`config.mk`:
```
export PLATFORM = sky130hd
export DESIGN_NAME = decode_ctrl_top
export DESIGN_NICKNAME = d
export VERILOG_FILES = /design/src/insn_pkg.sv /design/src/ctrl_pkg.sv /design/src/decode_ctrl_top.sv /design/src/ex_stage.sv /design/src/id_decode.sv /design/src/id_stage.sv /design/src/operand_select.sv
export SDC_FILE = /design/constraint.sdc
export NUM_CORES = 1
export LEC_CHECK = 0
export BUFFER_PORTS_ARGS = -buffer_cell sky130_fd_sc_hd__clkbuf_2
export CORE_ASPECT_RATIO = 0.8
export CORE_MARGIN = 10
export CORE_UTILIZATION = 45
export DETAILED_ROUTE_END_ITERATION = 7
export PLACE_DENSITY = 0.8
export SLEW_MARGIN = 30
export SYNTH_ARGS = -nofsm -noshare
export SYNTH_HDL_FRONTEND = slang
export SYNTH_SLANG_ARGS = --single-unit
```
`constraint.sdc`:
```
create_clock -name clk -period 2.4 [get_ports clk]
set_input_delay 0.36 -clock clk [delete_from_list [all_inputs] [get_ports clk]]
set_output_delay 0.36 -clock clk [all_outputs]
set_load 0.03 [all_outputs]
```
`src/insn_pkg.sv`:
```
// instruction word format of the core
// word and field types, field positions, opcode values
// the bubble word and the link register address

package insn_pkg;

	////////////////////////////////////////////////////////////////////////////
	// word and field types
	////////////////////////////////////////////////////////////////////////////

	typedef logic [31:0] insn_t;
	typedef logic [5:0]  opcode_t;
	typedef logic [4:0]  reg_addr_t;
	// instruction address without the byte offset
	typedef logic [29:0] pc_word_t;
	typedef logic [31:0] imm_t;

	// field positions inside insn_t
	localparam int OPC_HI = 31;
	localparam int OPC_LO = 26;
	// destination
	localparam int RD_HI  = 25;
	localparam int RD_LO  = 21;
	// source a and b
	localparam int RA_HI  = 20;
	localparam int RA_LO  = 16;
	localparam int RB_HI  = 15;
	localparam int RB_LO  = 11;

	////////////////////////////////////////////////////////////////////////////
	// major opcodes
	////////////////////////////////////////////////////////////////////////////

	// jumps and branches
	localparam opcode_t OPC_J     = 6'h00;
	localparam opcode_t OPC_JAL   = 6'h01;
	localparam opcode_t OPC_BNF   = 6'h03;
	localparam opcode_t OPC_BF    = 6'h04;
	localparam opcode_t OPC_NOP   = 6'h05;
	localparam opcode_t OPC_MOVHI = 6'h06;
	// sys, trap and the sync group
	localparam opcode_t OPC_XSYNC = 6'h08;
	localparam opcode_t OPC_RFE   = 6'h09;
	localparam opcode_t OPC_JR    = 6'h11;
	localparam opcode_t OPC_JALR  = 6'h12;
	// loads
	localparam opcode_t OPC_LWZ   = 6'h21;
	localparam opcode_t OPC_LWS   = 6'h22;
	localparam opcode_t OPC_LBZ   = 6'h23;
	localparam opcode_t OPC_LBS   = 6'h24;
	localparam opcode_t OPC_LHZ   = 6'h25;
	localparam opcode_t OPC_LHS   = 6'h26;
	// alu with immediate
	localparam opcode_t OPC_ADDI  = 6'h27;
	localparam opcode_t OPC_ADDIC = 6'h28;
	localparam opcode_t OPC_ANDI  = 6'h29;
	localparam opcode_t OPC_ORI   = 6'h2a;
	localparam opcode_t OPC_XORI  = 6'h2b;
	localparam opcode_t OPC_MFSPR = 6'h2d;
	localparam opcode_t OPC_SFXXI = 6'h2f;
	localparam opcode_t OPC_MTSPR = 6'h30;
	// stores
	localparam opcode_t OPC_SW    = 6'h35;
	localparam opcode_t OPC_SB    = 6'h36;
	localparam opcode_t OPC_SH    = 6'h37;
	// register form alu and compare
	localparam opcode_t OPC_ALU   = 6'h38;
	localparam opcode_t OPC_SFXX  = 6'h39;

	// bubble: nop with bit 16 set marks the slot as void
	localparam insn_t NOP_INSN = {OPC_NOP, 26'h041_0000};

	// jal and jalr write their return address here
	localparam reg_addr_t LINK_REG = 5'd9;

endpackage

```
`src/ctrl_pkg.sv`:
```
// decoded control types of the decode and execute stages
// alu, branch, load/store, write-back and operand select encodings
// execute control word and its idle value

package ctrl_pkg;

	typedef logic [4:0] alu_op_t;
	typedef logic [3:0] alu_op2_t;
	typedef logic [3:0] comp_op_t;
	typedef logic [2:0] branch_op_t;
	typedef logic [3:0] lsu_op_t;
	typedef logic [2:0] rfwb_op_t;
	typedef logic [1:0] sel_t;

	////////////////////////////////////////////////////////////////////////////
	// op encodings
	////////////////////////////////////////////////////////////////////////////

	// alu ops, register form takes them straight from bits 3..0
	localparam alu_op_t ALUOP_ADD   = 5'b0_0000;
	localparam alu_op_t ALUOP_ADDC  = 5'b0_0001;
	localparam alu_op_t ALUOP_AND   = 5'b0_0011;
	localparam alu_op_t ALUOP_OR    = 5'b0_0100;
	localparam alu_op_t ALUOP_XOR   = 5'b0_0101;
	localparam alu_op_t ALUOP_DIV   = 5'b0_1001;
	localparam alu_op_t ALUOP_DIVU  = 5'b0_1010;
	localparam alu_op_t ALUOP_FFL1  = 5'b0_1111;
	localparam alu_op_t ALUOP_MOVHI = 5'b1_0000;
	localparam alu_op_t ALUOP_COMP  = 5'b1_0001;
	// nop is an or into r0
	localparam alu_op_t ALUOP_NOP   = 5'b0_0100;

	localparam branch_op_t BRANCHOP_NOP = 3'd0;
	localparam branch_op_t BRANCHOP_J   = 3'd1;
	localparam branch_op_t BRANCHOP_JR  = 3'd2;
	localparam branch_op_t BRANCHOP_BF  = 3'd4;
	localparam branch_op_t BRANCHOP_BNF = 3'd5;
	localparam branch_op_t BRANCHOP_RFE = 3'd6;

	// bit 3 is store, bits 2..1 size, bit 0 sign extension
	localparam lsu_op_t LSUOP_NOP = 4'b0000;
	localparam lsu_op_t LSUOP_LBZ = 4'b0010;
	localparam lsu_op_t LSUOP_LBS = 4'b0011;
	localparam lsu_op_t LSUOP_LHZ = 4'b0100;
	localparam lsu_op_t LSUOP_LHS = 4'b0101;
	localparam lsu_op_t LSUOP_LWZ = 4'b0110;
	localparam lsu_op_t LSUOP_LWS = 4'b0111;
	localparam lsu_op_t LSUOP_SB  = 4'b1010;
	localparam lsu_op_t LSUOP_SH  = 4'b1100;
	localparam lsu_op_t LSUOP_SW  = 4'b1110;

	// bits 2..1 pick the source, bit 0 is the write enable
	localparam rfwb_op_t RFWB_NOP  = 3'b000;
	localparam rfwb_op_t RFWB_ALU  = 3'b001;
	localparam rfwb_op_t RFWB_LSU  = 3'b011;
	localparam rfwb_op_t RFWB_SPRS = 3'b101;
	localparam rfwb_op_t RFWB_LR   = 3'b111;

	localparam sel_t SEL_RF      = 2'd0;
	localparam sel_t SEL_IMM     = 2'd1;
	localparam sel_t SEL_EX_FORW = 2'd2;
	localparam sel_t SEL_WB_FORW = 2'd3;

	////////////////////////////////////////////////////////////////////////////
	// execute stage control word
	////////////////////////////////////////////////////////////////////////////

	typedef struct packed {
		alu_op_t              alu_op;
		alu_op2_t             alu_op2;
		comp_op_t             comp_op;
		rfwb_op_t             rfwb_op;
		branch_op_t           branch_op;
		insn_pkg::reg_addr_t  rf_addrw;
		insn_pkg::imm_t       simm;
		insn_pkg::pc_word_t   branch_target;
		logic                 spr_read;
		logic                 spr_write;
		logic                 illegal;
		logic                 syscall;
		logic                 trap;
	} ex_ctrl_t;

	localparam ex_ctrl_t EX_CTRL_IDLE = '{
		alu_op: ALUOP_NOP, alu_op2: '0, comp_op: '0, rfwb_op: RFWB_NOP,
		branch_op: BRANCHOP_NOP, rf_addrw: '0, simm: '0, branch_target: '0,
		spr_read: 1'b0, spr_write: 1'b0, illegal: 1'b0, syscall: 1'b0,
		trap: 1'b0
	};

endpackage

```
`src/decode_ctrl_top.sv`:
```
`timescale 1ns/1ps
// decode control top level
// decode latch, decoders, execute register and operand select

module decode_ctrl_top (
	input  logic                 clk,
	input  logic                 arst_n,
	input  insn_pkg::insn_t      if_insn,
	input  insn_pkg::pc_word_t   id_pc,
	input  logic                 id_freeze,
	input  logic                 ex_freeze,
	input  logic                 wb_freeze,
	input  logic                 except_flush,
	input  logic                 pc_we,
	input  logic                 extend_flush,
	input  logic                 hw_breakpoint,
	input  logic                 wbforw_valid,
	output logic                 flushpipe,
	output insn_pkg::reg_addr_t  rf_addra,
	output insn_pkg::reg_addr_t  rf_addrb,
	output logic                 rf_rda,
	output logic                 rf_rdb,
	output insn_pkg::insn_t      id_insn,
	output insn_pkg::imm_t       id_simm,
	output ctrl_pkg::lsu_op_t    id_lsu_op,
	output ctrl_pkg::branch_op_t id_branch_op,
	output insn_pkg::pc_word_t   id_branch_target,
	output ctrl_pkg::sel_t       sel_a,
	output ctrl_pkg::sel_t       sel_b,
	output ctrl_pkg::ex_ctrl_t   ex_ctrl,
	output insn_pkg::insn_t      ex_insn
);
	import insn_pkg::*;
	import ctrl_pkg::*;

	logic      sel_imm;
	ex_ctrl_t  ex_ctrl_next;
	reg_addr_t wb_rfaddrw;

	// decode latch, produces the decode-stage word
	id_stage u_id_stage (
		.clk, .arst_n, .if_insn, .id_freeze, .except_flush, .pc_we,
		.extend_flush, .pipe_flush(flushpipe), .id_insn, .id_branch_op,
		.sel_imm, .rf_addra, .rf_addrb, .rf_rda, .rf_rdb
	);

	id_decode u_id_decode (
		.id_insn, .id_branch_op, .id_pc, .hw_breakpoint, .id_simm,
		.id_lsu_op, .id_branch_target, .ex_ctrl_next
	);

	// pipeline buffer toward execute
	ex_stage u_ex_stage (
		.clk, .arst_n, .ex_ctrl_next, .id_insn, .id_freeze, .ex_freeze,
		.wb_freeze, .pipe_flush(flushpipe), .ex_ctrl, .ex_insn, .wb_rfaddrw
	);

	operand_select u_operand_select (
		.id_insn, .sel_imm, .ex_ctrl, .wb_rfaddrw, .wbforw_valid,
		.sel_a, .sel_b
	);

endmodule

```
`src/ex_stage.sv`:
```
`timescale 1ns/1ps
// decode-to-execute control and instruction registers
// bubble insertion on decode stall or flush
// write-back copy of the write address for forwarding

module ex_stage (
	input  logic                clk,
	input  logic                arst_n,
	input  ctrl_pkg::ex_ctrl_t  ex_ctrl_next,
	input  insn_pkg::insn_t     id_insn,
	input  logic                id_freeze,
	input  logic                ex_freeze,
	input  logic                wb_freeze,
	input  logic                pipe_flush,
	output ctrl_pkg::ex_ctrl_t  ex_ctrl,
	output insn_pkg::insn_t     ex_insn,
	output insn_pkg::reg_addr_t wb_rfaddrw
);
	import insn_pkg::*;
	import ctrl_pkg::*;

	logic bubble;

	// decode stalled while execute drains, or a flush
	// flush also overrides ex_freeze
	assign bubble = pipe_flush | (~ex_freeze & id_freeze);

	////////////////////////////////////////////////////////////////////////////
	// execute register
	////////////////////////////////////////////////////////////////////////////

	always_ff @(posedge clk or negedge arst_n) begin
		if (!arst_n) begin
			ex_ctrl <= EX_CTRL_IDLE;
			ex_insn <= NOP_INSN;
		end else if (bubble) begin
			// every field cleared, write address and target too
			ex_ctrl <= EX_CTRL_IDLE;
			ex_insn <= NOP_INSN;
		end else if (!ex_freeze) begin
			ex_ctrl <= ex_ctrl_next;
			ex_insn <= id_insn;
		end
	end

	// write address one stage on
	always_ff @(posedge clk or negedge arst_n) begin
		if (!arst_n)
			wb_rfaddrw <= '0;
		else if (!wb_freeze)
			wb_rfaddrw <= ex_ctrl.rf_addrw;
	end

endmodule

```
`src/id_decode.sv`:
```
`timescale 1ns/1ps
// decode-stage decoders on the latched instruction
// immediate extension, load/store op, branch target
// and the control word loaded into the execute register

module id_decode (
	input  insn_pkg::insn_t      id_insn,
	input  ctrl_pkg::branch_op_t id_branch_op,
	input  insn_pkg::pc_word_t   id_pc,
	input  logic                 hw_breakpoint,
	output insn_pkg::imm_t       id_simm,
	output ctrl_pkg::lsu_op_t    id_lsu_op,
	output insn_pkg::pc_word_t   id_branch_target,
	output ctrl_pkg::ex_ctrl_t   ex_ctrl_next
);
	import insn_pkg::*;
	import ctrl_pkg::*;

	opcode_t opc;
	logic    is_xsync;

	assign opc      = id_insn[OPC_HI:OPC_LO];
	assign is_xsync = (opc == OPC_XSYNC);

	////////////////////////////////////////////////////////////////////////////
	// immediate and load/store decode
	////////////////////////////////////////////////////////////////////////////

	always_comb begin
		case (opc)
			// spr number, zero extended
			OPC_MTSPR:
				id_simm = {16'b0, id_insn[25:21], id_insn[10:0]};
			// split store offset
			OPC_SW, OPC_SB, OPC_SH:
				id_simm = {{16{id_insn[25]}}, id_insn[25:21], id_insn[10:0]};
			OPC_ADDI, OPC_ADDIC, OPC_XORI, OPC_SFXXI,
			OPC_LWZ, OPC_LWS, OPC_LBZ, OPC_LBS, OPC_LHZ, OPC_LHS:
				id_simm = {{16{id_insn[15]}}, id_insn[15:0]};
			// logical immediates and the rest
			default:
				id_simm = {16'b0, id_insn[15:0]};
		endcase
	end

	always_comb begin
		case (opc)
			OPC_LWZ: id_lsu_op = LSUOP_LWZ;
			OPC_LWS: id_lsu_op = LSUOP_LWS;
			OPC_LBZ: id_lsu_op = LSUOP_LBZ;
			OPC_LBS: id_lsu_op = LSUOP_LBS;
			OPC_LHZ: id_lsu_op = LSUOP_LHZ;
			OPC_LHS: id_lsu_op = LSUOP_LHS;
			OPC_SW:  id_lsu_op = LSUOP_SW;
			OPC_SB:  id_lsu_op = LSUOP_SB;
			OPC_SH:  id_lsu_op = LSUOP_SH;
			default: id_lsu_op = LSUOP_NOP;
		endcase
	end

	// 26-bit word offset, pc relative
	assign id_branch_target = {{4{id_insn[25]}}, id_insn[25:0]} + id_pc;

	////////////////////////////////////////////////////////////////////////////
	// execute control word
	////////////////////////////////////////////////////////////////////////////

	always_comb begin
		ex_ctrl_next               = EX_CTRL_IDLE;
		ex_ctrl_next.alu_op2       = id_insn[9:6];
		ex_ctrl_next.comp_op       = id_insn[24:21];
		ex_ctrl_next.rf_addrw      = id_insn[RD_HI:RD_LO];
		ex_ctrl_next.simm          = id_simm;
		ex_ctrl_next.branch_target = id_branch_target;
		ex_ctrl_next.branch_op     = id_branch_op;
		ex_ctrl_next.spr_read      = (opc == OPC_MFSPR);
		ex_ctrl_next.spr_write     = (opc == OPC_MTSPR);
		// l.sys and l.trap share xsync, told apart by bits 25..23
		ex_ctrl_next.syscall       = is_xsync & (id_insn[25:23] == 3'b000);
		ex_ctrl_next.trap          = (is_xsync & (id_insn[25:23] == 3'b010)) | hw_breakpoint;

		case (opc)
			// return address goes to the link register
			OPC_JAL, OPC_JALR: begin
				ex_ctrl_next.rf_addrw = LINK_REG;
				ex_ctrl_next.rfwb_op  = RFWB_LR;
			end
			OPC_J, OPC_JR, OPC_BNF, OPC_BF, OPC_RFE, OPC_XSYNC,
			OPC_MTSPR, OPC_SW, OPC_SB, OPC_SH, OPC_NOP: begin
				// legal, nothing for the alu and no write-back
			end
			OPC_MOVHI: begin
				ex_ctrl_next.alu_op  = ALUOP_MOVHI;
				ex_ctrl_next.rfwb_op = RFWB_ALU;
			end
			OPC_ADDI: begin
				ex_ctrl_next.alu_op  = ALUOP_ADD;
				ex_ctrl_next.rfwb_op = RFWB_ALU;
			end
			OPC_ADDIC: begin
				ex_ctrl_next.alu_op  = ALUOP_ADDC;
				ex_ctrl_next.rfwb_op = RFWB_ALU;
			end
			OPC_ANDI: begin
				ex_ctrl_next.alu_op  = ALUOP_AND;
				ex_ctrl_next.rfwb_op = RFWB_ALU;
			end
			OPC_ORI: begin
				ex_ctrl_next.alu_op  = ALUOP_OR;
				ex_ctrl_next.rfwb_op = RFWB_ALU;
			end
			OPC_XORI: begin
				ex_ctrl_next.alu_op  = ALUOP_XOR;
				ex_ctrl_next.rfwb_op = RFWB_ALU;
			end
			OPC_MFSPR:
				ex_ctrl_next.rfwb_op = RFWB_SPRS;
			OPC_LWZ, OPC_LWS, OPC_LBZ, OPC_LBS, OPC_LHZ, OPC_LHS:
				ex_ctrl_next.rfwb_op = RFWB_LSU;
			// compares only set the flag
			OPC_SFXXI, OPC_SFXX:
				ex_ctrl_next.alu_op = ALUOP_COMP;
			OPC_ALU: begin
				ex_ctrl_next.alu_op  = {1'b0, id_insn[3:0]};
				ex_ctrl_next.rfwb_op = RFWB_ALU;
				// no divider and no find-first-one in this core
				ex_ctrl_next.illegal = (id_insn[4:0] == ALUOP_DIV) |
					(id_insn[4:0] == ALUOP_DIVU) | (id_insn[4:0] == ALUOP_FFL1);
			end
			// unknown opcode
			default:
				ex_ctrl_next.illegal = 1'b1;
		endcase
	end

endmodule

```
`src/id_stage.sv`:
```
`timescale 1ns/1ps
// fetch-to-decode instruction latch and flush merge
// register file read addresses taken from the fetched word
// early branch op and immediate select, registered with the latch

module id_stage (
	input  logic                 clk,
	input  logic                 arst_n,
	input  insn_pkg::insn_t      if_insn,
	input  logic                 id_freeze,
	input  logic                 except_flush,
	input  logic                 pc_we,
	input  logic                 extend_flush,
	output logic                 pipe_flush,
	output insn_pkg::insn_t      id_insn,
	output ctrl_pkg::branch_op_t id_branch_op,
	output logic                 sel_imm,
	output insn_pkg::reg_addr_t  rf_addra,
	output insn_pkg::reg_addr_t  rf_addrb,
	output logic                 rf_rda,
	output logic                 rf_rdb
);
	import insn_pkg::*;
	import ctrl_pkg::*;

	opcode_t    if_opc;
	branch_op_t if_branch_op;
	logic       if_sel_imm;

	assign if_opc = if_insn[OPC_HI:OPC_LO];

	// exception, pc write or external request all empty the pipe
	assign pipe_flush = except_flush | pc_we | extend_flush;

	// read port addresses straight from fetch
	assign rf_addra = if_insn[RA_HI:RA_LO];
	assign rf_addrb = if_insn[RB_HI:RB_LO];
	// top two opcode bits flag use of ra and rb
	assign rf_rda = if_insn[31];
	assign rf_rdb = if_insn[30];

	////////////////////////////////////////////////////////////////////////////
	// early decode from the fetched word
	////////////////////////////////////////////////////////////////////////////

	always_comb begin
		case (if_opc)
			OPC_J, OPC_JAL:   if_branch_op = BRANCHOP_J;
			OPC_JR, OPC_JALR: if_branch_op = BRANCHOP_JR;
			OPC_BNF:          if_branch_op = BRANCHOP_BNF;
			OPC_BF:           if_branch_op = BRANCHOP_BF;
			OPC_RFE:          if_branch_op = BRANCHOP_RFE;
			default:          if_branch_op = BRANCHOP_NOP;
		endcase
	end

	// operand b from the register file for these, immediate for the rest
	always_comb begin
		case (if_opc)
			OPC_JALR, OPC_JR, OPC_RFE, OPC_MFSPR, OPC_MTSPR, OPC_XSYNC,
			OPC_SW, OPC_SB, OPC_SH, OPC_ALU, OPC_SFXX, OPC_NOP:
				if_sel_imm = 1'b0;
			default:
				if_sel_imm = 1'b1;
		endcase
	end

	// decode latch, flush wins over freeze
	always_ff @(posedge clk or negedge arst_n) begin
		if (!arst_n) begin
			id_insn      <= NOP_INSN;
			id_branch_op <= BRANCHOP_NOP;
		end else if (pipe_flush) begin
			id_insn      <= NOP_INSN;
			id_branch_op <= BRANCHOP_NOP;
		end else if (!id_freeze) begin
			id_insn      <= if_insn;
			id_branch_op <= if_branch_op;
		end
	end

	// follows the latch, no flush term
	always_ff @(posedge clk or negedge arst_n) begin
		if (!arst_n)
			sel_imm <= 1'b0;
		else if (!id_freeze)
			sel_imm <= if_sel_imm;
	end

endmodule

```
`src/operand_select.sv`:
```
`timescale 1ns/1ps
// alu operand source select in the decode cycle
// immediate, execute forward, write-back forward or register file

module operand_select (
	input  insn_pkg::insn_t     id_insn,
	input  logic                sel_imm,
	input  ctrl_pkg::ex_ctrl_t  ex_ctrl,
	input  insn_pkg::reg_addr_t wb_rfaddrw,
	input  logic                wbforw_valid,
	output ctrl_pkg::sel_t      sel_a,
	output ctrl_pkg::sel_t      sel_b
);
	import insn_pkg::*;
	import ctrl_pkg::*;

	// forward pick for one source, the newer result first
	function automatic sel_t fwd_sel(input reg_addr_t src);
		if ((src == ex_ctrl.rf_addrw) && ex_ctrl.rfwb_op[0])
			return SEL_EX_FORW;
		else if ((src == wb_rfaddrw) && wbforw_valid)
			return SEL_WB_FORW;
		else
			return SEL_RF;
	endfunction

	assign sel_a = fwd_sel(id_insn[RA_HI:RA_LO]);

	// immediate beats any forward on operand b
	assign sel_b = sel_imm ? SEL_IMM : fwd_sel(id_insn[RB_HI:RB_LO]);

endmodule

```
==> results.yml <==
status:
  status: "complete, but fails checks"
  failed_checks: "negative setup slack"
floorplanning:
  floorplan.initialDensity_pct: 46.2
  die_x_microns: 170
  num_io_pins: 313
  die_height_microns: 140
  die_area_sq_um: 23700
  rows: 43
  coreArea_sq_um: 17500
setup_path:
  critical_path_class: "reg2out"
  cp.required_ps: 2040
  end_kind: "primary output"
  arrival_ps: 2730
  worst-r2r-setup-slack_ps: -150
  start_kind: "flip-flop"
  r2r-start: "u_id_stage.id_insn[0]$_DFFE_PN0P_"
  reg2regPathDepth: 12
  rr_endpoint: "u_ex_stage.ex_ctrl[33]$_DFFE_PN0P_"
  startpoint: "u_id_stage.id_insn[0]$_DFFE_PN0P_"
  cp-endpoint: "id_branch_target[28]"
  path_max_fanout: 4
synth:
  synthFlopType: "dfrtp_1"
  ys_seq_area_share_pct: 40.7
  synth_cell_types: 68
  synth_top_area_cell: "dfrtp_1"
  synth_edf_count: 0
  synth_area_sq_um: 8080
  yosysMostFrequentCell: "dfrtp_1"
  yosysTopAreaCellShare_pct: 37.8
  ys_ff_latch: 131
  synthArstFlopShare_pct: 100
  syn_nets: 939
  synth_cells: 837
  synth_warnings: 0
  yosys-top-cells-area: "dfrtp_1, a22o_1, buf_4"
  synthTopCellsByCount: "dfrtp_1, buf_4, a22o_1, nor2_1, a21oi_1"
  syn-mean-instance-area_sq_um: 9.65
clocking:
  cts.sinks: 131
  htree_levels: 4
  cts_buffers: 17
  root_buffer: "clkbuf_16"
  clk-insertion-delay-late_ps: 420
  clkTransAtPathRegs_ps: 70
  clk_path_buf_depth: 2
  cts_tree: "yes"
sta:
  clock_skew_ps: 14.5
  slew_viol_final: 0
  period_needed_ps: 3090
  setup_viol: 56
  fin_ws_ps: -686
  tightest_slew_ps: 552
  grt_setup_unrepaired: "true"
  hold_violations: 0
  max_freq_ghz: 0.324
  relSlewSlack_pct: 63.2
  timing.final.crit_share_pct: 129
final_layout:
  design_area_sq_um: 13300
  nNetsFinal: 1365
  utilization_pct: 76.0
  drive_above_1_share_pct: 56.8
  area_delta_synth_final_pct: 64.6
routing:
  first_pass_iters: 5
  wl_per_cell_microns: 22.9
  route.detailed.drc: 0
  ant_nets: 0
  vias_per_cell: 5.76
  vias: 8664
  drt_wl_total_mm: 34.4
  drt-initial-drc-count: 734
min_path:
  holdCritPathClass: "in2reg"
grt:
  track_usage_pct: 27.2
  grt_overflow_total: 0
  antenna_found_initial: 3
  grt_pass1_wl_mm: 50.7
  grt_max_degree: 80
  grt_pass1_vias: 8874
power_and_ir_drop:
  power.density_nw_per_um2: 484
  vdd_drop_max_mv: 0.418
  leakagePower_nw: 6.65
placement:
  dpl.hpwl_mm: 24.2
  placed_area_sq_um: 10900
  portBuffers: 312
  place.gp.congestion: 0.940
flow_run:
  max-cap-violations: 0
## registers in the layout (all words and copies together) (netlist names)
name,count
u_id_stage.id_insn,32
u_id_stage.id_branch_op,3
u_ex_stage.wb_rfaddrw,5
u_ex_stage.ex_insn,32
u_id_stage.sel_imm,1
u_ex_stage.ex_ctrl,58
## worst min-delay path by stage
| stage | from | endpoint | slack [ps] | cells after the start |
|---|---|---|---|---|
| 6_report | if_insn[6] | u_id_stage.id_insn[6]$_DFFE_PN0P_ | 180 | 3 |
| 5_1_grt | if_insn[4] | u_id_stage.id_insn[4]$_DFFE_PN0P_ | 190 | 3 |
| 4_1_cts | if_insn[4] | u_id_stage.id_insn[4]$_DFFE_PN0P_ | 170 | 3 |
| 3_5_place_dp | arst_n | u_ex_stage.ex_insn[9]$_DFFE_PN0P_ | 360 | 2 |
| 3_3_place_gp | arst_n | u_ex_stage.ex_insn[9]$_DFFE_PN0P_ | 360 | 2 |
| 2_1_floorplan | arst_n | u_ex_stage.ex_ctrl[0]$_DFFE_PN0P_ | 60 | 0 |
## per-stage QoR
| stage | power, mW | setup WS, ps | instances | setup TNS (ps) | hold slack, ps |
|---|---|---|---|---|---|
| 6_report | 6.44 | -686 | 1504 | -16120 | 178 |
| 5_1_grt | 6.63 | -792 | 1504 | -20760 | 185 |
| 4_1_cts | 6.32 | -655 | 1471 | -12980 | 171 |
| 3_5_place_dp | 3.40 | -399 | 1410 | -6360 | 359 |
| 3_3_place_gp | 3.38 | -439 | 1410 | -5770 | 360 |
| 2_1_floorplan | 2.93 | -284 | 837 | -2810 | 64.4 |
## worst max-delay path, cell delays in order, from the launching register on
cell	delay, ps
dfrtp_2	420
ha_4	170
fa_2	390
a21oi_4	170
o22ai_4	90
o21ai_4	170
buf_4	150
a31oi_4	110
buf_4	170
a31oi_4	150
xnor2_2	160
buf_6	170
## report_power, final
group / internal [mW] / switching, mW / total, mW
combinational: 0.622 / 0.771 / 1.39
clock: 1.67 / 1.12 / 2.79
sequential: 2.23 / 0.0240 / 2.26
total: 4.52 / 1.92 / 6.44
## per-layer routing
layer  share of wire (%)  GRT usage (%)  vias up  wire (microns)
met5                   0              0        -               0
met4                 2.7           9.50        0             925
met3                 8.7           7.83       67            3000
met2                  49           44.8      491           16700
met1                  40           33.2     4280           13800
li1                    -              -     3826               -
## timing repair
| action | CTS | global route |
|---|---|---|
| setup buffers | 27 | 35 |
| endpoints found under the setup margin | 53 | 57 |
| pin swaps | 61 | 50 |
| hold buffers | 1 | 0 |
| endpoints found under the hold margin | 122 | 0 |
| resized for setup | 196 | 113 |
| cloned | 2 | 0 |
## cells by family (layout without fill, tap and decap cells)
logic type	after synthesis	count (layout)	synth area share, %
AO/OA/AOI/OAI	240	242	21.0
AND/OR/NAND/NOR	207	207	12.4
buffers and inverters	133	570	9.76
flip-flops	131	131	40.7
XOR/XNOR	52	52	5.73
multiplexers	44	44	5.61
adder cells (fa/ha/maj)	30	30	4.74
other	0	3	0
## layout by cell type (no fill, tap or decap), types with 30 or more instances in the layout
cell type	n
buf_6	44
mux2i_1	34
nor2_1	64
nand2_1	47
buf_8	30
a21oi_1	47
buf_4	169
clkbuf_2	258
a22o_1	71
dfrtp_1	104
## cell type report
cell class,count,area (sq um)
flip-flops and latches,131,3310
well taps,225,282
clock buffers,17,425
fillers,1137,4190
repair buffers,524,3850
clock inverters,15,195
diodes,3,7.51
inverters,14,60.1
multi-input cells,575,5160
No activity file was read; power rests on OpenSTA's default activity.
